[src/hdl/bpu_pkg.sv]
`default_nettype none

package bpu_pkg;

    // address and data widths
    typedef logic [31:0] vaddr_t;
    typedef logic [31:0] apb_data_t;
    typedef logic [7:0]  apb_addr_t;

    // table indexes and tags, cut from the fetch block address
    typedef logic [3:0]  ubtb_idx_t;   // pc[7:4]
    typedef logic [9:0]  ubtb_tag_t;   // pc[17:8]
    typedef logic [5:0]  btb_idx_t;    // pc[9:4]
    typedef logic [7:0]  btb_tag_t;    // pc[17:10]
    typedef logic [7:0]  bim_idx_t;    // pc[11:4]

    // two-bit saturating counter, taken at 2 or 3
    typedef logic [1:0]  ctr_t;

    // instruction slot of the branch inside its block
    typedef logic [1:0]  slot_off_t;

    typedef enum logic [1:0] {
        IDLE,
        SETUP,
        ACCESS
    } csr_state_t;

    localparam vaddr_t FETCH_BYTES = 32'd16;
    localparam vaddr_t RESET_PC    = 32'h0000_1000;

    localparam int UBTB_ENTRIES = 16;
    localparam int BTB_ENTRIES  = 64;
    localparam int BIM_ENTRIES  = 256;

    // weakly not-taken
    localparam ctr_t CTR_RESET = 2'd1;
    localparam ctr_t CTR_MIN   = 2'd0;
    localparam ctr_t CTR_MAX   = 2'd3;

    // register offsets
    localparam apb_addr_t CSR_CTRL      = 8'h00;
    localparam apb_addr_t CSR_START_PC  = 8'h04;
    localparam apb_addr_t CSR_PRED_CNT  = 8'h08;
    localparam apb_addr_t CSR_REDIR_CNT = 8'h0C;

endpackage

`default_nettype wire

[src/hdl/bpu_s2_resolve.sv]
`default_nettype none
`timescale 1ns/1ps

module bpu_s2_resolve (
    input  bpu_pkg::vaddr_t     start_pc_i,
    input  bpu_pkg::vaddr_t     s1_target_i,
    input  wire                 valid_i,

    input  wire                 btb_hit_i,
    input  bpu_pkg::slot_off_t  btb_slot_i,
    input  wire                 btb_cond_i,
    input  bpu_pkg::vaddr_t     btb_target_i,
    input  wire                 dir_taken_i,

    output bpu_pkg::vaddr_t     target_o,
    output logic                taken_o,
    output logic                override_o
);
    import bpu_pkg::*;

    vaddr_t fall_through;
    logic   slot_reached;
    logic   br_taken;

    assign fall_through = start_pc_i + FETCH_BYTES;

    // a block entered mid-way skips branches in earlier slots
    assign slot_reached = btb_slot_i >= start_pc_i[3:2];

    // unconditional branches are always taken, conditional ones follow the counter
    assign br_taken = btb_hit_i && slot_reached && (!btb_cond_i || dir_taken_i);

    assign taken_o  = br_taken;
    assign target_o = br_taken ? btb_target_i : fall_through;

    // stage 1 guessed differently
    assign override_o = valid_i && (target_o != s1_target_i);

endmodule

`default_nettype wire

[config.mk]
export PLATFORM = sky130hd
export DESIGN_NAME = bpu_s2_resolve
export DESIGN_NICKNAME = d
export VERILOG_FILES = /design/src/hdl/bpu_pkg.sv /design/src/hdl/bpu_s2_resolve.sv
export SDC_FILE = /design/constraint.sdc
export NUM_CORES = 1
export LEC_CHECK = 0
export ABC_AREA = 1
export BUFFER_PORTS_ARGS = -buffer_cell sky130_fd_sc_hd__buf_2
export CORE_MARGIN = 2
export CORE_UTILIZATION = 45
export DETAILED_ROUTE_END_ITERATION = 8
export GPL_TIMING_DRIVEN = 0
export PLACE_DENSITY = 0.92
export RECOVER_POWER = 25
export SETUP_SLACK_MARGIN = 0.02
export SYNTH_ARGS = -nofsm -noshare
export SYNTH_HDL_FRONTEND = slang
export SYNTH_SLANG_ARGS = --single-unit
[constraint.sdc]
create_clock -name vclk -period 2.5
set_clock_uncertainty 0.1 [all_clocks]
set_input_delay 0.125 -clock vclk [all_inputs]
set_output_delay 0.125 -clock vclk [all_outputs]
set_load 0.05 [all_outputs]
# Word-level counts from Yosys, hierarchy flattened
# Index checks and enable logic that the tools add are counted.
[totals]
ff_bits = 0
inputBits = 102
out_inout_bits = 34
word_cells = 9
[classes]
n_addsub = 1
order_cmp = 1
eq_ne = 1
n_mux = 1
n_reduce_logical = 5
[op_table]
columns = ["cell", "count"]
rows = [
  ["adder 32 x 5 -> 32 bit (second input constant)", 1],
  ["2-to-1 mux 32 bit", 1],
  ["!= test 32 bit", 1],
  ["logical AND 1 bit", 3],
  ["greater-or-equal comparator 2 bit", 1],
  ["zero test 1 bit", 1],
  ["logical OR 1 bit", 1],
]

# Longest topological paths before layout
# Gate-level depths: netlist of run 1.
[logic_depth]
depth_word = 6
ltp_mapped = 20
mapped_depth_nobuf = 19

# Least setup slack after synthesis of run 1
# Ideal clock, no wire load.
[synth_timing]
path_type = "input-to-output"
start = "input port btb_slot_i[0]"
end = "output port override_o"
arrival_time_ps = 2558
required_time_ps = 2275
path_slack_ps = -283
stages = 17
path_buffers = 1
cell_sequence = "inv_1 -> ha_1 -> o21ai_1 -> nand2_1 -> nand2_1 -> inv_1 -> clkbuf_1 -> nand2_1 -> nand2_1 -> nand2_1 -> nand4_1 -> nor2_1 -> nand2_1 -> nor2_1 -> nand3_1 -> nand2_1 -> inv_1"
[synth_between]
elab_chain_len = 6
[synth_rtl]
columns = ["item", "line_no", "rtl"]
rows = [
  ["from (decl)", "bpu_s2_resolve.sv:10", "input bpu_pkg::slot_off_t btb_slot_i,"],
  ["greater-or-equal comparator 2 bit", "bpu_s2_resolve.sv:28", "assign slot_reached = btb_slot_i >= start_pc_i[3:2];"],
  ["logical AND 1 bit (2 in a row)", "bpu_s2_resolve.sv:31", "assign br_taken = btb_hit_i && slot_reached && (!btb_cond_i || dir_taken_i);"],
  ["net taken_o", "bpu_s2_resolve.sv:16", "output logic taken_o,"],
  ["2-to-1 mux 32 bit", "bpu_s2_resolve.sv:34", "assign target_o = br_taken ? btb_target_i : fall_through;"],
  ["net target_o[5]", "bpu_s2_resolve.sv:15", "output bpu_pkg::vaddr_t target_o,"],
  ["!= test 32 bit", "bpu_s2_resolve.sv:37", "assign override_o = valid_i && (target_o != s1_target_i);"],
  ["logical AND 1 bit", "bpu_s2_resolve.sv:37", ""],
  ["to (decl)", "bpu_s2_resolve.sv:17", "output logic override_o"],
]
# The timed path passes the listed nets, and every way through them passes these cells.

# Worst setup path after layout of run 1
[layout_timing]
start = "input port start_pc_i[2]"
end = "output port override_o"
[layout_between]
elab_chain_len = 6
word_cells_on_any_way = 7
classes_between = "1 x add/sub; 1 x order compare; 1 x eq/ne; 1 x mux; 3 x reduce/logical"
[layout_rtl]
columns = ["item", "line_no", "rtl"]
rows = [
  ["from (decl)", "bpu_s2_resolve.sv:5", "input bpu_pkg::vaddr_t start_pc_i,"],
  ["parallel branches: the longest is 3 deep, another holds adder 32 x 5 -> 32 bit", "-", ""],
  ["2-to-1 mux 32 bit *", "bpu_s2_resolve.sv:34", ""],
  ["!= test 32 bit *", "bpu_s2_resolve.sv:37", ""],
  ["logical AND 1 bit *", "bpu_s2_resolve.sv:37", ""],
]
# Mark *: on every way between the ends.

==> impl_metrics.yaml, run 1 <==
place:
  io_buffers: 136
  gp_congestion: 0.886
  dp_hpwl_um: 6110
  placed_cells: 639
sta:
  report.final.slew_viol_count: 0
  fin_crit_ns: 2.42
  maxSlewHeadroom_pct: 58.5
  post-route-period-util_pct: 96.9
  hold_violations: 0
  max_freq_ghz: 0.413
  worst_pin_slew_ns: 0.626
  setup_viol: 0
setup_path:
  crit_arrival_ns: 2.20
  crit_path_frequent_cell: "nand2_1"
  crit_path_max_fanout: 10
  endpoint_kind: "output port"
  critical_path_class: "input pin to output port"
  worstPathRequired_ns: 2.28
  crit_path_start_kind: "input pin"
  cp_slowest_stage_delay_ns: 0.28
  slowest_stage: "ha_1"
  path_cells: "buf_2 > ha_1 > o21ai_1 > nand2_1 > nand2_2 > buf_4 > inv_2 > buf_6 > nand2_1 > nand2_1 > nand2_1 > nand4_1 > nor2_2 > nand2_1 > nor2_2 > nand3_1 > nand2_1 > inv_1 > buf_6"
final_layout:
  register_area_um2: 0
  stdcell_count: 648
  insertedDiodeCount: 0
  nClkBuffers: 0
  flops_and_latches: 0
  nets: 703
  post-route-util_pct: 68.4
  area_growth_pct: 44.4
  drive_gt1_share_pct: 35.2
power:
  leakagePower_nw: 1.91
  p_per_area_nw_per_um2: 247
  peakVddDrop_uv: 167
route:
  drc: 0
  antenna_left: 0
  viasPerCell: 4.93
  wl_per_cell_um: 11.5
  dr.pass1.iters: 4
  wirelength_um: 7440
  route.vias.total: 3197
  drtIter0Drc: 133
logic_synthesis:
  synth_area_per_cell_um2: 4.67
  synth_cells: 451
  post-synth-top-count-cell: "nand2_1"
  yosys-top-cells-area: "nand2_1 (37%), inv_1 (11%), nand3_1 (10%), nor2_1 (7.5%), nand3b_1 (4.6%)"
  synth_warnings: 0
  synth.net_count: 556
  yosys.cell_types.count: 27
  ys_seq_area_share_pct: 0
  synth_common_cells: "nand2_1 (208), inv_1 (64), nand3_1 (43)"
  synth_top_area_cell: "nand2_1"
  yosys.area.top_type_share_pct: 37.1
  syn_area_um2: 2110
hold_path:
  hp-class: "input pin to output port"
  hold_depth: 4
global_routing:
  grt_usage_pct: 24.9
  grt_pass1_wl_um: 10900
  grt_start_max_net_pins: 11
  grt_pass1_vias: 2709
  gr-total-overflow: 0
  antenna_found_initial: 0
floorplan:
  dieArea_um2: 5240
  row_count: 24
  die_x_um: 72.4
  core_area_um2: 4440
  initial_core_util_pct: 47.4
  io_pins: 136
  die_h_um: 72.4
job:
  cap_violations: 0
clocking:
  hold_buffers: 0
run_status:
  status: "completed"
[metal layers]
metal | up-vias | track usage (%) | share of wire [%]
li1 | 1673 | - | -
met1 | 1365 | 27.2 | 37
met2 | 146 | 50.9 | 51
met3 | 13 | 2.92 | 9.6
met4 | 0 | 4.73 | 1.9
met5 | - | 0 | 0
[cell families (layout without fill, tap and decap cells)]
kind of cell	after synthesis	in the layout	synth area share, %
fa+ha+maj	3	3	1.78
xor+xnor	8	8	3.33
buf+inv	75	220	13.8
simple gates	354	354	77.5
compound gates	11	11	3.51
[critical path: cells and delay by family]
family | cells | cell delay, ns
AND/OR/NAND/NOR | 11 | 1.04
AO/OA/AOI/OAI | 1 | 0.13
adder cells (fa/ha/maj) | 1 | 0.28
buffers and inverters | 6 | 0.62
[cell usage in the layout, fill, tap and decap left out]
master,netlist,routed
a21boi_2,1,1
and2_1,1,1
buf_2,5,127
buf_4,1,7
buf_6,0,8
buf_8,0,2
clkbuf_1,1,8
ha_1,3,3
inv_1,64,63
inv_2,4,5
nand2_1,208,200
nand2_2,11,19
nand2_4,2,2
nand3_1,43,40
nand3_2,6,9
nand3b_1,13,13
nand4_1,3,3
nor2_1,42,39
nor2_2,6,8
nor2_4,7,8
nor2_8,1,1
o211ai_1,1,1
o21ai_0,2,2
o21ai_1,3,2
o21ai_2,0,1
o21bai_1,4,4
or2_1,1,1
or2_2,10,9
or2_4,0,1
xnor2_1,4,2
xnor2_2,0,2
xor2_1,4,4
[layout make-up]
cell class | instances | area (µm²)
Multi-Input combinational cell | 376 | 1880
Fill cell | 423 | 1400
Timing Repair Buffer | 145 | 752
Inverter | 68 | 255
Buffer | 7 | 86.3
Tap cell | 52 | 65.1
[timing repair]
item	CTS	global route
pin swaps	0	15
cloned	0	1
gates resized for setup	7	40
endpoints found under the setup margin	1	1
setup buffers	0	8
[report_power, final]
part	switching, mW	internal [mW]	total [mW]	leakage (nW)
Combinational	0.504	0.247	0.751	1.91
Sequential	0	0	0	0
Clock	0	0	0	0
[final timing paths]
path	from	end	slack, ns
setup / recovery	start_pc_i[2]	override_o	0.08
hold / removal	valid_i	override_o	0.51
[metrics by stage]
| stage | power (mW) | instance area (µm²) | worst slack (ns) | setup TNS [ns] | hold WS [ns] |
|---|---|---|---|---|---|
| 4_1_cts | 0.702 | 2870 | 0.0376 | 0 | 0.551 |
| 3_3_place_gp | 0.678 | 2850 | -0.0932 | -0.0932 | 0.525 |
| 5_1_grt | 0.814 | 3040 | -0.0415 | -0.0415 | 0.514 |
| 6_report | 0.751 | 3040 | 0.0785 | 0 | 0.505 |
| 2_1_floorplan | 0.479 | 2110 | 0.0434 | 0 | 0.379 |
| 3_5_place_dp | 0.693 | 2850 | -0.138 | -0.138 | 0.550 |
Note: power is estimated with default switching activity, not from simulation.
==> run 2: changes to the inputs <==
--- a/config.mk
+++ b/config.mk
@@ -5,13 +5,13 @@
 export SDC_FILE = /design/constraint.sdc
 export NUM_CORES = 1
 export LEC_CHECK = 0
-export ABC_AREA = 1
 export BUFFER_PORTS_ARGS = -buffer_cell sky130_fd_sc_hd__buf_2
+export CAP_MARGIN = 25
 export CORE_MARGIN = 2
-export CORE_UTILIZATION = 45
+export CORE_UTILIZATION = 43
 export DETAILED_ROUTE_END_ITERATION = 8
 export GPL_TIMING_DRIVEN = 0
-export PLACE_DENSITY = 0.92
+export PLACE_DENSITY = 0.84
 export RECOVER_POWER = 25
 export SETUP_SLACK_MARGIN = 0.02
 export SYNTH_ARGS = -nofsm -noshare
==> impl_metrics.yaml, run 2 <==
logic_synthesis:
  yosys.area.top_type_share_pct: 16.0
  syn_area_um2: 1860
  synth_area_per_cell_um2: 6.63
  ys_seq_area_share_pct: 0
  synth_common_cells: "xor2_1 (34), nand2_1 (32), o21ai_0 (29)"
  synth.net_count: 385
  yosys-top-cells-area: "xor2_1 (16%), xnor2_1 (11%), o21ai_0 (7.8%), nand2_1 (6.5%), nand3_1 (5.7%)"
  post-synth-top-count-cell: "xor2_1"
  synth_cells: 280
  synth_warnings: 0
  yosys.cell_types.count: 56
  synth_top_area_cell: "xor2_1"
route:
  drc: 0
  route.vias.total: 2775
  dr_wl_met3_um: 640
  wirelength_um: 7640
  wl_met1_um: 3000
  routed.top_layer: "met4"
  wl_met2_um: 3850
  dr.pass1.iters: 5
  viasPerCell: 5.84
  drtIter0Drc: 286
  antenna_left: 0
  wl_per_cell_um: 16.1
final_layout:
  fill_cells: 345
  area_growth_pct: 60.6
  insertedDiodeCount: 0
  register_area_um2: 0
  nClkBuffers: 0
  final_common_cell: "buf_2"
  flops_and_latches: 0
  drive_gt1_share_pct: 44.5
  final_area_um2: 2980
  nets: 532
  mostFrequentLayoutCells: "buf_2 (124), xor2_1 (33), nand2_1 (30)"
floorplan:
  dieArea_um2: 4860
  core_area_um2: 4090
  die_x_um: 69.7
  row_count: 23
  io_pins: 136
  initial_core_util_pct: 45.4
  die_h_um: 69.7
hold_path:
  hold_depth: 3
  hold_path_startpoint: "valid_i"
  hold_end: "override_o"
  hp-class: "input pin to output port"
setup_path:
  worstPathRequired_ns: 2.28
  endpoint_kind: "output port"
  crit_arrival_ns: 2.65
  crit_path_start_kind: "input pin"
  crit_path_max_fanout: 6
  critical_path_class: "input pin to output port"
  crit_path_start: "start_pc_i[5]"
job:
  cap_violations: 0
place:
  gp_congestion: 0.896
  pre_cts_slack_ns: -0.772
  io_buffers: 135
  dp_hpwl_um: 6000
  place_area_um2: 2780
power:
  peakVddDrop_uv: 167
  power_frac_comb_pct: 100.0
  power.internal_mw: 0.271
  power.switching_mw: 0.507
  power_frac_seq_pct: 0
  p_per_area_nw_per_um2: 261
  switching_share_pct: 65.2
  clock_power_share_pct: 0
  leakagePower_nw: 1.37
sta:
  report.final.slew_viol_count: 0
  post-route-period-util_pct: 115
  max_freq_ghz: 0.348
  worst_pin_slew_ns: 0.603
  fin_ws_ns: -0.377
  setup_viol: 1
  hold_violations: 0
  rsz0062_at_grt: "yes"
  maxSlewHeadroom_pct: 60.0
  fin_crit_ns: 2.88
global_routing:
  grt_pass1_wl_um: 11900
  antenna_found_initial: 0
  grt_usage_pct: 29.2
  grt_start_max_net_pins: 11
  gr-total-overflow: 0
  grt_pass1_vias: 2678
run_status:
  status: "finished with violations"
  violations: "negative setup slack"
clocking:
  hold_buffers: 0
[run 2: cell count changes in the layout (fill, tap and decap cells not counted), moves of 8 or more]
cell,delta
nand3_2,-8
and3_1,+10
xor2_1,+29
nor2_1,-21
nor2_4,-8
nand2_1,-170
o21ai_1,+9
nand2_2,-18
a21oi_1,+12
nand4_1,+9
nand3b_1,-12
inv_1,-53
nand3_1,-20
xnor2_1,+21
[run 2: worst max-delay path by stage]
stage	depth (start not counted)	end	slack, ns
floorplan	10	override_o	-0.15
global placement	12	override_o	-0.69
CTS	10	override_o	-0.38
detailed placement	12	override_o	-0.77
global route	13	override_o	-0.47
finish	13	override_o	-0.38
[run 2: what timing repair did]
action | in CTS | in global routing
setup endpoints to repair | 11 | 11
pin swaps | 16 | 7
buffers inserted | 9 | 4
gates resized for setup | 23 | 14
[run 2: stage by stage]
stage | instances | power (mW) | TNS (ns) | hold WS [ns] | utilization, %
after floorplan | 280 | 0.503 | -0.146 | 0.295 | -
after global placement | 465 | 0.727 | -2.72 | 0.539 | 68.0
after detailed placement | 465 | 0.735 | -3.21 | 0.541 | 68.0
after CTS | 473 | 0.763 | -0.378 | 0.493 | 71.7
after global routing | 475 | 0.820 | -0.474 | 0.507 | 73.0
final | 475 | 0.778 | -0.377 | 0.495 | 73.0
[run 2: cell type report]
cell class,count,area [µm²],area share [%]
Timing Repair Buffer,148,803,26.9
Inverter,12,60.1,2.01
Buffer,8,77.6,2.60
Multi-Input combinational cell,257,1980,66.3
Tap cell,50,62.6,2.10
[run 2: logic make-up after synthesis]
| group | share of synthesized area, % |
|---|---|
| fa+ha+maj | 2.02 |
| xor+xnor | 30.7 |
| compound gates | 22.6 |
| buf+inv | 6.06 |
| simple gates | 38.7 |
[run 2: layer usage]
metal	global-route usage (%)	vias up
met3	1.74	14
met5	0	-
met4	7.69	0
met2	54.2	169
met1	36.4	1272
li1	-	1320
[run 2: worst max-delay path, cell delays in order]
cell and delay (ns):
buf_4 0.13, ha_4 0.14, nand4_1 0.18, nor3_4 0.21, buf_4 0.14, buf_4 0.09
and2_2 0.23, nand2_1 0.10, xnor2_1 0.17, o41ai_2 0.35, a32oi_1 0.09, o41a_4 0.51
buf_8 0.16
[run 2: power groups by stage]
stage	combinational, mW	sequential [mW]	clock [mW]
floorplan	0.503	0	0
global placement	0.727	0	0
detailed placement	0.735	0	0
CTS	0.763	0	0
global route	0.820	0	0
finish	0.778	0	0
==> run 3: changes to the inputs <==
--- a/config.mk
+++ b/config.mk
@@ -11,6 +11,7 @@
 export CORE_UTILIZATION = 43
 export DETAILED_ROUTE_END_ITERATION = 8
 export GPL_TIMING_DRIVEN = 0
+export MAX_ROUTING_LAYER = met4
 export PLACE_DENSITY = 0.84
 export RECOVER_POWER = 25
 export SETUP_SLACK_MARGIN = 0.02
==> impl_metrics.yaml, run 3 (synthesis results as in run 2) <==
power:
  peakVddDrop_uv: 166
  leakagePower_nw: 1.37
  p_per_area_nw_per_um2: 261
  power.internal_mw: 0.271
  switching_share_pct: 65.2
  power_frac_seq_pct: 0
  clock_power_share_pct: 0
  power_frac_comb_pct: 100.0
  finalPower_mw: 0.777
  power.switching_mw: 0.506
floorplan:
  row_count: 23
  core_area_um2: 4090
  dieArea_um2: 4860
  initial_core_util_pct: 45.4
  io_pins: 136
  die_h_um: 69.7
  die_x_um: 69.7
hold_path:
  hold_depth: 3
  hold_path_startpoint: "valid_i"
  hold_end: "override_o"
  hp-class: "input pin to output port"
sta:
  finalSetupTns_ns: -0.400
  hold_violations: 0
  setup_viol: 1
  report.final.slew_viol_count: 0
  maxSlewHeadroom_pct: 60.0
  rsz0062_at_grt: "yes"
  worst_pin_slew_ns: 0.603
  fin_ws_ns: -0.400
  max_freq_ghz: 0.345
  fin_crit_ns: 2.90
  post-route-period-util_pct: 116
final_layout:
  stdcell_count: 475
  fill_cells: 345
  register_area_um2: 0
  final_area_um2: 2980
  nets: 532
  insertedDiodeCount: 0
  flops_and_latches: 0
  nClkBuffers: 0
  mostFrequentLayoutCells: "buf_2 (124), xor2_1 (33), nand2_1 (30)"
  final_common_cell: "buf_2"
  area_growth_pct: 60.6
  drive_gt1_share_pct: 44.5
route:
  viasPerCell: 5.91
  drc: 0
  dr.pass1.iters: 5
  antenna_left: 0
  route.vias.total: 2806
  drtIter0Drc: 227
  wl_per_cell_um: 16.0
  wirelength_um: 7600
place:
  io_buffers: 135
  gp_congestion: 0.911
  place_area_um2: 2780
  dp_hpwl_um: 6000
  placed_cells: 465
global_routing:
  antenna_found_initial: 0
  grt_start_max_net_pins: 11
  grt_usage_pct: 30.1
  grt_pass1_vias: 2678
  gr-total-overflow: 0
  grt_pass1_wl_um: 11900
setup_path:
  crit_arrival_ns: 2.67
  critical_path_class: "input pin to output port"
  endpoint_kind: "output port"
  crit_path_max_fanout: 5
  crit_path_start_kind: "input pin"
  worstPathRequired_ns: 2.28
run_status:
  status: "finished with violations"
  violations: "negative setup slack"
job:
  cap_violations: 0
-- run 3: area by class of cell --
type / count / area, µm² / area share [%]
timing repair buffer: 148 / 803 / 26.9
inverter: 12 / 60.1 / 2.01
buffer: 8 / 77.6 / 2.60
multi-input combinational: 257 / 1980 / 66.3
tap: 50 / 62.6 / 2.10
-- run 3: stage by stage --
| stage | setup WS (ns) | hold WS (ns) | util (%) |
|---|---|---|---|
| floorplan | -0.146 | 0.295 | - |
| global placement | -0.695 | 0.539 | 68.0 |
| detailed placement | -0.772 | 0.541 | 68.0 |
| CTS | -0.378 | 0.493 | 71.7 |
| global route | -0.474 | 0.507 | 73.0 |
| finish | -0.400 | 0.495 | 73.0 |
-- run 3: worst max path at each step --
stage	from	end	slack [ns]	cells past startpoint
finish	btb_slot_i[0]	override_o	-0.40	12
global placement	start_pc_i[4]	override_o	-0.69	12
global route	start_pc_i[5]	override_o	-0.47	13
floorplan	btb_slot_i[0]	override_o	-0.15	10
detailed placement	start_pc_i[4]	override_o	-0.77	12
CTS	start_pc_i[7]	override_o	-0.38	10
-- run 3: critical path: stages --
cell and delay (ns):
buf_6 0.10, inv_12 0.03, ha_4 0.21, nand2b_4 0.15
a21o_4 0.24, a222oi_1 0.36, a31oi_1 0.07, or4_4 0.44
nor4b_2 0.22, nand4_1 0.18, o41a_4 0.39, buf_8 0.16
-- run 3: layer usage --
layer / GRT usage (%) / vias up / share of wire [%]
li1: - / 1330 / -
met1: 36.6 / 1274 / 38
met2: 54.0 / 180 / 50
met3: 1.74 / 22 / 9.4
met4: 7.91 / 0 / 2.7
met5: - / - / 0
-- run 3: power groups by stage --
stage | Sequential, mW | Clock, mW | Combinational (mW)
finish | 0 | 0 | 0.777
global route | 0 | 0 | 0.820
CTS | 0 | 0 | 0.763
detailed placement | 0 | 0 | 0.735
global placement | 0 | 0 | 0.727
floorplan | 0 | 0 | 0.503
-- run 3: what timing repair did --
action / in CTS / in global routing
buffers inserted: 9 / 4
hold buffers: 0 / 0
setup endpoints to repair: 11 / 11
gates resized for setup: 23 / 14
pin swaps: 16 / 7
