## config.mk

```make
export PLATFORM = sky130hd
export DESIGN_NAME = bpu_bimodal
export DESIGN_NICKNAME = d
export VERILOG_FILES = /design/src/hdl/bpu_pkg.sv /design/src/hdl/bpu_bimodal.sv
export SDC_FILE = /design/constraint.sdc
export NUM_CORES = 1
export LEC_CHECK = 0
export BUFFER_PORTS_ARGS = -buffer_cell sky130_fd_sc_hd__buf_2
export CAP_MARGIN = 20
export CORE_ASPECT_RATIO = 0.6
export CORE_MARGIN = 4
export CORE_UTILIZATION = 46
export DETAILED_ROUTE_END_ITERATION = 8
export GPL_ROUTABILITY_DRIVEN = 0
export HOLD_SLACK_MARGIN = 0.06
export PLACE_DENSITY = 0.62
export SETUP_SLACK_MARGIN = 0.5
export SYNTH_ARGS = -nofsm -noshare
export SYNTH_HDL_FRONTEND = slang
export SYNTH_SLANG_ARGS = --single-unit
```

## constraint.sdc

```tcl
create_clock -name clk -period 19.2 [get_ports clk]
set_input_delay 0.96 -clock clk [delete_from_list [all_inputs] [get_ports clk]]
set_output_delay 0.96 -clock clk [all_outputs]
set_load 0.02 [all_outputs]
```

## src/hdl/bpu_pkg.sv

```systemverilog
`default_nettype none

package bpu_pkg;

    // address and data widths
    typedef logic [31:0] vaddr_t;
    typedef logic [31:0] apb_data_t;
    typedef logic [7:0]  apb_addr_t;

    // table indexes and tags, cut from the fetch block address
    typedef logic [3:0]  ubtb_idx_t;   // pc[7:4]
    typedef logic [9:0]  ubtb_tag_t;   // pc[17:8]
    typedef logic [5:0]  btb_idx_t;    // pc[9:4]
    typedef logic [7:0]  btb_tag_t;    // pc[17:10]
    typedef logic [7:0]  bim_idx_t;    // pc[11:4]

    // two-bit saturating counter, taken at 2 or 3
    typedef logic [1:0]  ctr_t;

    // instruction slot of the branch inside its block
    typedef logic [1:0]  slot_off_t;

    typedef enum logic [1:0] {
        IDLE,
        SETUP,
        ACCESS
    } csr_state_t;

    localparam vaddr_t FETCH_BYTES = 32'd16;
    localparam vaddr_t RESET_PC    = 32'h0000_1000;

    localparam int UBTB_ENTRIES = 16;
    localparam int BTB_ENTRIES  = 64;
    localparam int BIM_ENTRIES  = 256;

    // weakly not-taken
    localparam ctr_t CTR_RESET = 2'd1;
    localparam ctr_t CTR_MIN   = 2'd0;
    localparam ctr_t CTR_MAX   = 2'd3;

    // register offsets
    localparam apb_addr_t CSR_CTRL      = 8'h00;
    localparam apb_addr_t CSR_START_PC  = 8'h04;
    localparam apb_addr_t CSR_PRED_CNT  = 8'h08;
    localparam apb_addr_t CSR_REDIR_CNT = 8'h0C;

endpackage

`default_nettype wire

```

## src/hdl/bpu_bimodal.sv

```systemverilog
`default_nettype none
`timescale 1ns/1ps

module bpu_bimodal (
    input  wire              clk,
    input  wire              rst,

    input  bpu_pkg::vaddr_t  lookup_pc_i,
    output logic             taken_o,

    input  wire              upd_en_i,
    input  bpu_pkg::vaddr_t  upd_pc_i,
    input  wire              upd_taken_i
);
    import bpu_pkg::*;

    ctr_t     ctr_q [BIM_ENTRIES];
    bim_idx_t lookup_idx;
    bim_idx_t upd_idx;

    assign lookup_idx = lookup_pc_i[11:4];
    assign upd_idx    = upd_pc_i[11:4];

    always_ff @(posedge clk or posedge rst) begin
        if (rst) begin
            taken_o <= 1'b0;
        end else begin
            // msb set means 2 or 3
            taken_o <= ctr_q[lookup_idx][1];
        end
    end

    always_ff @(posedge clk or posedge rst) begin
        if (rst) begin
            for (int i = 0; i < BIM_ENTRIES; i++) begin
                ctr_q[i] <= CTR_RESET;
            end
        end else if (upd_en_i) begin
            if (upd_taken_i && ctr_q[upd_idx] != CTR_MAX) begin
                ctr_q[upd_idx] <= ctr_q[upd_idx] + 2'd1;
            end else if (!upd_taken_i && ctr_q[upd_idx] != CTR_MIN) begin
                ctr_q[upd_idx] <= ctr_q[upd_idx] - 2'd1;
            end
        end
    end

    // an unknown index or direction would push a counter out of its range
    a_upd_known: assert property (
        @(posedge clk) disable iff (rst)
        upd_en_i |-> !$isunknown({upd_idx, upd_taken_i})
    ) else $error("bimodal update is unknown");

endmodule

`default_nettype wire

```

# Word-level counts from Yosys, hierarchy flattened
# Index checks and enable logic that the tools add are counted.
[totals]
regBits = 513
inputBits = 68
output_inout_bits = 1
elab_cells = 284
[op_classes]
addsub = 2
order_cmp = 3
n_eq_ne = 1
n_mux = 12
bitwise_logic = 2
n_reduce_logical = 7
[ops]
columns = ["cell", "n"]
rows = [
  ["512-bit bitwise mux", 2],
  ["512-bit two-way mux", 2],
  ["2-bit binary-select mux with 8-bit select", 2],
  ["9-bit >= comparator (second input constant)", 2],
  ["8-bit inverter with 9-bit output", 2],
  ["2-bit demux with 8-bit select", 1],
  ["2-bit two-way mux", 5],
  ["9-bit by 1-bit less-than comparator with 1-bit output (second input constant)", 1],
  ["2-bit nonzero test", 2],
  ["1-bit logical AND", 3],
  ["2-bit by 1-bit adder with 2-bit output (second input constant)", 1],
  ["2-bit != test (second input constant)", 1],
  ["2-bit AND reduction", 1],
  ["2-bit by 1-bit subtractor with 2-bit output (second input constant)", 1],
  ["1-bit logical NOT", 1],
]

# Logic depth before layout (Yosys ltp)
# Gate-level depths: netlist of run 1.
[logic_depth]
word_depth = 8
mapped_depth = 20

# Worst setup path before layout of run 1
# Ideal clock, no wire load.
[synth_timing]
path_type = "input -> register"
startpoint = "input port upd_pc_i[5]"
endpoint = "register ctr_q[165] (netlist bit)"
t_arrival_ps = 5207
required_ps = 19075
slack_ps = 13868
path_stages = 19
path_buffers = 6
path_cell_list = "buf_6 > buf_2 > buf_2 > buf_2 > buf_2 > mux4_2 > a22oi_1 > a21oi_1 > nor4_1 > nor2_1 > or4_1 > ha_1 > nor2b_1 > o21ai_0 > nor2_1 > nand2_1 > clkbuf_1 > nor2_1 > mux2_2"
[synth_between]
elab_chain_cells = 8
elab_cells_between_ends = 21
classes_between = "add/sub (2); order compare (2); eq/ne (1); mux (9); bitwise (1); reduce/logical (6)"
[synth_rtl]
columns = ["element", "line", "text"]
rows = [
  ["start, declared", "bpu_bimodal.sv:12", "input bpu_pkg::vaddr_t upd_pc_i,"],
  ["8-bit inverter with 9-bit output (implied by the code) (*)", "-", ""],
  ["2-bit binary-select mux with 8-bit select, or another cell as far along", "-", ""],
  ["2-bit two-way mux (implied by the code) or 1-bit logical AND (tied branches)", "-", ""],
  ["2-bit two-way mux (on tied branches)", "-", ""],
  ["2-bit by 1-bit subtractor with 2-bit output, or another cell as far along", "bpu_bimodal.sv:42", "ctr_q[upd_idx] <= ctr_q[upd_idx] - 2'd1;"],
  ["512-bit bitwise mux, or another cell as far along", "bpu_bimodal.sv:42", ""],
  ["512-bit two-way mux or 2-bit nonzero test (tied branches)", "-", ""],
  ["512-bit two-way mux or 2-bit AND reduction (tied branches)", "-", ""],
  ["end signal, assigned by index", "bpu_bimodal.sv:40", "ctr_q[upd_idx] <= ctr_q[upd_idx] + 2'd1;"],
  ["end signal, assigned by index", "bpu_bimodal.sv:42", ""],
  ["end, declared", "bpu_bimodal.sv:17", "ctr_t ctr_q [BIM_ENTRIES];"],
]
# Mark *: on every way between the ends. The rest lies on a longest branch, timed or not. The select of a mux whose other input is x is not followed.
# A chain may end at the register's enable or synchronous reset.

# Final worst setup path of run 1
[layout_timing]
startpoint = "input port upd_pc_i[4]"
endpoint = "register ctr_q[191] (netlist bit)"
# The elaborated chain is that of the path after synthesis.

==> results of run 1 <==
==> area by class of cell <==
cell class,instances,area (sq um)
clock inverters,23,312
repair buffers,73,711
fillers,4867,28400
well taps,770,963
inverters,7,33.8
flip-flops and latches,513,13200
clock buffers,65,1370
multi-input cells,1453,13000
==> cell families after synthesis <==
logic type                 Yosys count  synth area share
AOI/OAI and AO/OA                  644             0.152
xor gates and xnor gates             2          0.000646
adders and majority gates            2          0.000923
buffers and inverters              250            0.0406
DFF                                513             0.485
muxes                              509             0.272
and+or+nand+nor                    296            0.0486
==> per-stage QoR <==
stage	setup slack (ps)	instances	cell area, sq um	hold WS, ps	util
5_1_grt	11360	2904	29500	501	0.510
3_3_place_gp	11300	2803	27600	467	0.476
3_5_place_dp	11120	2805	27600	474	0.476
4_1_cts	11700	2893	29300	484	0.505
2_1_floorplan	4340	2216	27100	455	-
6_report	11900	2904	29500	482	0.510
==> worst reg2reg max path: cells and delay by family, from the launching register on <==
kind                     cells  cell delay, ps
flip-flops                   1             420
multiplexers                 2             850
AO/OA/AOI/OAI                3             830
adder cells (fa/ha/maj)      1             220
AND/OR/NAND/NOR              7            3500
==> where the power goes <==
group          internal (uW)  switching [uW]
registers               1150            29.2
logic                   94.6             171
clock network            596             444
==> worst paths after layout <==
path | to | slack, ps | depth (start not counted)
max in group asynchronous | ctr_q[339]$_DFFE_PP0P_ | 16210 | 4
hold / removal | register | 480 | 2
setup reg to reg | ctr_q[191]$_DFFE_PP0P_ | 13260 | 13
hold reg to reg | register | 480 | 2
setup / recovery | ctr_q[191]$_DFFE_PP0P_ | 11900 | 15
min in group asynchronous | ctr_q[83]$_DFFE_PP0P_ | 540 | 2
==> placed cells by master (no fill, tap or decap), types with 26 or more instances in the layout <==
cell | netlist | final
a21oi_1 | 26 | 26
a22oi_1 | 47 | 47
buf_4 | 6 | 42
clkbuf_16 | 0 | 49
dfrtp_1 | 257 | 257
dfstp_2 | 256 | 256
mux2_2 | 265 | 265
mux2i_1 | 88 | 88
mux4_2 | 154 | 154
nand2_1 | 58 | 42
nor2_1 | 158 | 157
o21ai_0 | 271 | 270
o31ai_1 | 239 | 239
==> per-layer routing <==
| layer | vias up | GRT usage |
|---|---|---|
| li1 | 8242 | - |
| met1 | 9894 | 0.375 |
| met2 | 847 | 0.365 |
| met3 | 160 | 0.0758 |
| met4 | 2 | 0.0689 |
| met5 | - | 0 |
==> reports/results.ini, run 1 <==
[floorplan]
die_y_um = 196
die_w_um = 321
initial_utilization = 0.468
ios = 69
std_cell_rows = 68
design.core.area_sq_mm = 0.0579
dieArea_sq_mm = 0.0630

[pwr]
p_per_area_mw_per_mm2 = 84.2
peakVddDrop_mv = 0.0565
finalPower_uw = 2480
leakagePower_uw = 0.0115

[finish]
diodes = 0
area_growth_syn_to_layout_pct = 8.86
drive_gt1_frac = 0.407
final_net_count = 2167

[critical_path]
crit_path_max_incr_delay_ps = 800
critPathLaunchType = primary input
cp.required_ps = 19670
cp_top_family = simple AND/OR/NAND/NOR gates
reg2reg_from = ctr_q[15]$_DFFE_PP0P_
crit_chain = clkbuf_8 > buf_4 > mux4_2 > a22oi_1 > a21oi_1 > nor4_1 > nor2_1 > or4_1 > ha_1 > nor2b_1 > o21ai_0 > nor2_1 > nand2_1 > nor2_1 > mux2_2
endpoint_kind = register
critical_path.max_fanout = 42
cp_common_cell = nor2_1
critPathSlowestCell = buf_4
crit_arrival_ps = 7770
timing.critical_path.buf_inv = 2
critPathKind = in2reg
crit_start = upd_pc_i[4]

[yosys]
synthTopCellsByCount = o21ai_0 (271), mux2_2 (265), dfrtp_1 (257)
syn-instance-count = 2216
synth_warnings = 0
synth-edff-count = 0
ys_ff_latch = 513
synthFlopType = dfrtp_1
yosysUniqueCellTypes = 54
synth_nets = 2286
async_flop_share = 1.00
yosysMostFrequentCell = o21ai_0
syn-cell-area_sq_mm = 0.0271
postSynthAreaPerCell_sq_um = 12.2
yosysSeqAreaShare = 0.485
yosysTopAreaCell = dfstp_2
synth.top_cell.area_share = 0.248
synthTopCellsByArea = dfstp_2 (25%), dfrtp_1 (24%), mux4_2 (13%)

[sta]
fmax_mhz = 137
tightestPinTransition_ps = 1030
rsz0062_at_grt = false
setup_violations = 0
slew_headroom = 0.298
fin_crit_sh = 0.380
drv_slew = 0
fin_tns_setup_ps = 0
period_minus_slack_ps = 7300
skew_ps = 29.5
hold_viol_final = 0

[drt]
drt_wl_total_mm = 80.1
ant_nets = 0
vias = 19100
wl_per_cell_um = 27.6
drc = 0
wl_met2_mm = 33.9
wl_met3_mm = 8.29
m1WireLength_mm = 35.9
top_layer = met5
drt_iter0_markers = 2086
dr.pass1.iters = 5
vias_per_cell = 6.59

[cts]
postCtsSetupBuffers = 0
clockBufferDepth = 3
clock_latency_ps = 600
clkTransAtPathRegs_ps = 60
cts_resized = 0
cts_buffers = 49
hold_buffers = 0
cts_tree = yes
cts-root-buf = clkbuf_16
cts_sinks = 513
htreeDepth = 2

[outcome]
status = complete, no violations

[global_route]
grt_remaining_overflow = 0
first_global_vias = 19000
grt_pass1_wl_mm = 122
grt.total_usage = 0.254
antenna_found_initial = 1
grt_max_degree = 141

[placement]
hpwl_mm = 48.2
port_buffers = 20

[min_path]
worstHoldPathType = reg2reg

[run]
cap_violations = 0

(Power assumes the default switching activity.)
==> inputs of run 2 (changes only) <==
Settings changed: PLACE_DENSITY 0.62 to 0.64.
Clock period 19.2 ns to 6.2 ns, I/O delays scaled along.
==> run 2 against run 1 <==
Compared with the run above:
- sequential power grew to 3.1 times the previous value
- cell count is 0.96% higher
- die area unchanged
- largest power group unchanged
- count of clock-buffer cells in the layout rose by 13
- utilization rose by 0.30 points
- worst setup slack worse by 11000 ps
- sequential share of layout area shrank 0.26 points
- cell area increased by 0.60%
- non-clock buffer count rose by 26
- via count rose by 1.0%
- largest cell class unchanged
==> reports/results.ini, run 2 (synthesis gave the netlist of run 1 again) <==
[finish]
area_growth_syn_to_layout_pct = 9.51
final_cells = 2932
drive_gt1_frac = 0.413
diodes = 0
final_net_count = 2193
final_cell_mix = o21ai_0 (270), mux2_2 (265), dfrtp_1 (257), dfstp_2 (256), o31ai_1 (239)
utilization = 0.513
final_common_cell = o21ai_0

[cts]
clockBufferDepth = 3
cts_tree = yes
cts_buffers = 49
clock_latency_ps = 600
htreeDepth = 2
clkTransAtPathRegs_ps = 70
cts_sinks = 513
cts-root-buf = clkbuf_16
postCtsSetupBuffers = 0

[outcome]
status = complete, no violations

[sta]
period_minus_slack_ps = 5110
hold_viol_final = 0
fin_tns_setup_ps = 0
slew_headroom = 0.245
fin_crit_sh = 0.825
tightestPinTransition_ps = 1130
worst_hold_slack_ps = 167
fmax_mhz = 196
rsz0062_at_grt = false
setup_violations = 0
skew_ps = 25.9
drv_slew = 0

[drt]
drt_iter0_markers = 2154
vias = 19300
drt_wl_total_mm = 80.4
ant_nets = 0
dr.pass1.iters = 5
vias_per_cell = 6.60
drc = 0
wl_per_cell_um = 27.4

[global_route]
grt_pass1_wl_mm = 123
antenna_found_initial = 0
grt.total_usage = 0.255
first_global_vias = 19100
grt_max_degree = 186
grt_remaining_overflow = 0

[critical_path]
crit_path_max_incr_delay_ps = 560
cp.required_ps = 6670
critPathSlowestCell = mux4_2
crit_chain = clkbuf_8 > buf_4 > mux4_2 > a22oi_1 > a21oi_1 > nor4_1 > nor2_1 > or4_1 > ha_1 > nor2b_1 > o21ai_0 > nor2_1 > nand2_1 > nor2_1 > mux2_2
crit_arrival_ps = 5580
critical_path.max_fanout = 44
endpoint_kind = register
timing.critical_path.buf_inv = 2
cp_common_cell = nor2_1
cp_top_family = simple AND/OR/NAND/NOR gates
reg2reg_slack_ps = 1250
critPathLaunchType = primary input
critPathKind = in2reg

[pwr]
comb_power_share = 0.109
power_frac_clock = 0.418
peakVddDrop_mv = 0.176
leakagePower_uw = 0.0116
sw_frac_of_total = 0.256
p_per_area_mw_per_mm2 = 260
power_switching_uw = 1980
finalPower_uw = 7720
p_seq_frac = 0.473
internal_power_uw = 5750

[floorplan]
design.core.area_sq_mm = 0.0579
ios = 69
die_y_um = 196
std_cell_rows = 68
die_w_um = 321
dieArea_sq_mm = 0.0630
initial_utilization = 0.468

[min_path]
worstHoldPathType = in2async

[placement]
hpwl_mm = 49.4
place_inst = 2838
port_buffers = 20

[run]
cap_violations = 0

==> run 2: cell count changes in the layout (fill, tap and decap cells not counted), sizes merged <==
cell         before  now
clkbuf           66   79
dlygate4sd3       0    1
clkinv           13    6
buf              72   97
inv               8    7
bufinv            7    4
==> run 2: area by class of cell <==
type,count,area (sq um)
Tap cell,770,963
Multi-Input combinational cell,1453,13000
Clock buffer,78,1550
Sequential cell,513,13200
Fill cell,4946,28200
Timing Repair Buffer,99,856
Inverter,7,30.0
Clock inverter,12,166
==> run 2: path summary, 6_finish.rpt <==
kind / end / start / depth (start not counted)
setup / recovery: ctr_q[415]$_DFFE_PP0P_ / upd_pc_i[4] / 15
hold / removal: ctr_q[99]$_DFFE_PP0P_ / rst / 3
setup reg to reg: ctr_q[415]$_DFFE_PP0P_ / ctr_q[361]$_DFFE_PP0P_ / 13
hold reg to reg: register / register / 2
max in group asynchronous: ctr_q[419]$_DFFE_PP0P_ / rst / 5
min in group clk: taken_o$_DFF_PP0_ / lookup_pc_i[10] / 4
==> run 2: power groups by stage <==
stage	clock network, uW	logic, uW	registers, uW
final	3230	840	3650
after global routing	3440	899	3670
after CTS	3290	831	3650
after detailed placement	0	828	3710
after global placement	0	805	3700
after floorplan	0	575	3670
==> run 2: worst reg2reg max path, delay by kind of cell, from the launching register on <==
| kind | cells | cell delay, ps |
|---|---|---|
| adder cells (fa/ha/maj) | 1 | 220 |
| AO/OA/AOI/OAI | 3 | 740 |
| multiplexers | 2 | 870 |
| AND/OR/NAND/NOR | 7 | 2570 |
| flip-flops | 1 | 400 |
==> run 2: metrics by stage <==
step                instance area, sq um  setup WS (ps)
finish                             29700           1090
CTS                                29600           1200
detailed placement                 27900            618
floorplan                          27100           -867
global placement                   27900            788
global route                       29700            802
==> run 2: what timing repair did <==
item / 4_1_cts / 5_1_grt
endpoints found under the setup margin: 0 / 0
gates resized for setup: 0 / 0
hold buffers: 1 / 0
endpoints found under the hold margin: 49 / 0
==> run 2: routing by layer <==
layer / vias to the layer above / wire [um] / GRT usage
met5: - / 0 / 0
met3: 160 / 7800 / 0.0674
met2: 908 / 34400 / 0.368
met4: 0 / 2040 / 0.0661
li1: 8293 / - / -
met1: 9983 / 36200 / 0.383
==> inputs of run 3 (changes only) <==
Settings changed: PLACE_DENSITY 0.64 to 0.62.
Clock period 6.2 ns to 4.8 ns, I/O delays scaled along.
==> run 3 against run 2 <==
Compared with the run above:
- die area did not move
- global-route usage increased by 0.62 points
- count of clock-buffer cells in the layout fell by 5
- critical path depth did not move
- via count grew 1.7%
- sequential cell count stayed put
- first-iteration DRC count increased by 2.5%
==> reports/results.ini, run 3 (synthesis gave the netlist of run 1 again) <==
[critical_path]
reg2reg_from = ctr_q[169]$_DFFE_PP0P_
cp.required_ps = 5270
endpoint_kind = register
cp_common_cell = nor2_1
critPathSlowestCell = or4_1
crit_arrival_ps = 4670
cp_top_family = simple AND/OR/NAND/NOR gates
critPathLaunchType = register
timing.critical_path.buf_inv = 2
critical_path.max_fanout = 16
critPathKind = reg2reg
crit_start = ctr_q[169]$_DFFE_PP0P_
crit_chain = mux4_2 > a22oi_2 > a21oi_1 > nor4_2 > buf_4 > nor2_1 > or4_1 > ha_1 > nor2b_2 > o21ai_2 > nor2_2 > nand2_1 > buf_12 > nor2_1 > mux2_2
crit_path_max_incr_delay_ps = 540

[floorplan]
die_w_um = 321
dieArea_sq_mm = 0.0630
std_cell_rows = 68
design.core.area_sq_mm = 0.0579
ios = 69
initial_utilization = 0.468
die_y_um = 196

[global_route]
antenna_found_initial = 5
grt_remaining_overflow = 0
grt_pass1_wl_mm = 125
first_global_vias = 19500
grt.total_usage = 0.262
grt_max_degree = 164

[finish]
area_growth_syn_to_layout_pct = 12.8
utilization = 0.528
final_net_count = 2251
drive_gt1_frac = 0.442
final_common_cell = o21ai_0
n_fill_cell = 4851
final_cell_mix = o21ai_0 (266), mux2_2 (265), dfrtp_1 (257), dfstp_2 (256), o31ai_1 (239)

[cts]
cts-root-buf = clkbuf_16
clkTransAtPathRegs_ps = 70
clockBufferDepth = 3
cts_buffers = 50
clock_latency_ps = 610
htreeDepth = 2
cts_tree = yes
cts_sinks = 513

[sta]
period_minus_slack_ps = 4190
rsz0062_at_grt = false
skew_ps = 27.2
slew_headroom = 0.253
tightestPinTransition_ps = 1120
fin_crit_sh = 0.873
drv_slew = 0
hold_viol_final = 0
fmax_mhz = 239
setup_violations = 0
worst_hold_slack_ps = 194

[drt]
ant_nets = 0
drc = 0
dr.pass1.iters = 5
drt_iter0_markers = 2207
wl_per_cell_um = 27.9
drt_wl_total_mm = 83.4
vias_per_cell = 6.57
vias = 19700

[pwr]
peakVddDrop_mv = 0.275
leakagePower_uw = 0.0120
p_per_area_mw_per_mm2 = 333
finalPower_uw = 10200

[run]
cap_violations = 0

[outcome]
status = complete, no violations

[placement]
port_buffers = 20
hpwl_mm = 52.6

[min_path]
worstHoldPathType = in2async

==> run 3: changes by cell type in the layout (fill, tap and decap cells not counted), moves of 3 or more <==
| cell | previous run | this run |
|---|---|---|
| bufinv_16 | 4 | 8 |
| nand2_1 | 43 | 40 |
| buf_4 | 70 | 100 |
| buf_12 | 8 | 33 |
| nor2_1 | 157 | 133 |
| clkbuf_8 | 16 | 7 |
| nor2_2 | 1 | 25 |
| o21ai_1 | 0 | 3 |
| clkbuf_1 | 11 | 14 |
| clkbuf_16 | 52 | 55 |
| clkinv_2 | 6 | 9 |
| nand2_2 | 15 | 18 |
| o21ai_0 | 270 | 266 |
==> run 3: final timing paths <==
| kind | to | slack [ps] | cells past startpoint |
|---|---|---|---|
| setup / recovery | ctr_q[189]$_DFFE_PP0P_ | 610 | 15 |
| min in group clk | taken_o$_DFF_PP0_ | 270 | 4 |
| hold reg to reg | register | 480 | 2 |
| max in group asynchronous | ctr_q[343]$_DFFE_PP0P_ | 3310 | 4 |
| setup reg to reg | ctr_q[189]$_DFFE_PP0P_ | 610 | 15 |
| hold / removal | ctr_q[11]$_DFFE_PP0P_ | 190 | 3 |
==> run 3: worst reg2reg max path, delay by kind of cell (launching register included) <==
kind / cells / cell delay [ps]
buf+inv: 2 / 430
mux: 2 / 860
compound gates: 3 / 480
flops: 1 / 400
simple gates: 7 / 1690
fa+ha+maj: 1 / 230
==> run 3: final cells by class <==
class | count | area (sq um) | area share
inverter | 7 | 30.0 | 0.000981
clock buffer | 73 | 1460 | 0.0478
timing repair buffer | 156 | 1600 | 0.0523
sequential | 513 | 13200 | 0.430
multi-input combinational | 1453 | 13100 | 0.427
tap | 770 | 963 | 0.0315
clock inverter | 20 | 309 | 0.0101
antenna | 2 | 5.00 | 0.000164
==> run 3: repair_timing <==
action	CTS	global route
hold buffers	1	0
cloned	0	2
hold endpoints to repair	10	0
setup endpoints to repair	59	287
buffers inserted	0	1
gates resized for setup	2	32
pin swaps	0	3
==> run 3: stage by stage <==
| step | instances | worst slack [ps] | cell area, sq um | setup TNS [ps] |
|---|---|---|---|---|
| 4_1_cts | 2987 | 506 | 30400 | 0 |
| 3_5_place_dp | 2893 | 58.9 | 28600 | 0 |
| 5_1_grt | 2993 | 524 | 30600 | 0 |
| 3_3_place_gp | 2892 | 44.7 | 28600 | 0 |
| 6_report | 2994 | 608 | 30600 | 0 |
| 2_1_floorplan | 2216 | -2200 | 27100 | -644600 |
==> run 3: power breakdown <==
group          switching, uW  total (uW)  internal (uW)
clock network           1770        4320           2540
registers                116        4720           4600
logic                    715        1150            440
==> run 3: per-layer routing <==
layer | wire [um] | vias to the layer above | share of wire | GRT usage
li1 | - | 8432 | - | -
met1 | 36900 | 10200 | 0.44 | 0.386
met2 | 34800 | 929 | 0.42 | 0.369
met3 | 9530 | 160 | 0.11 | 0.0859
met4 | 2220 | 4 | 0.027 | 0.0735
met5 | 28 | - | 0.00034 | 0
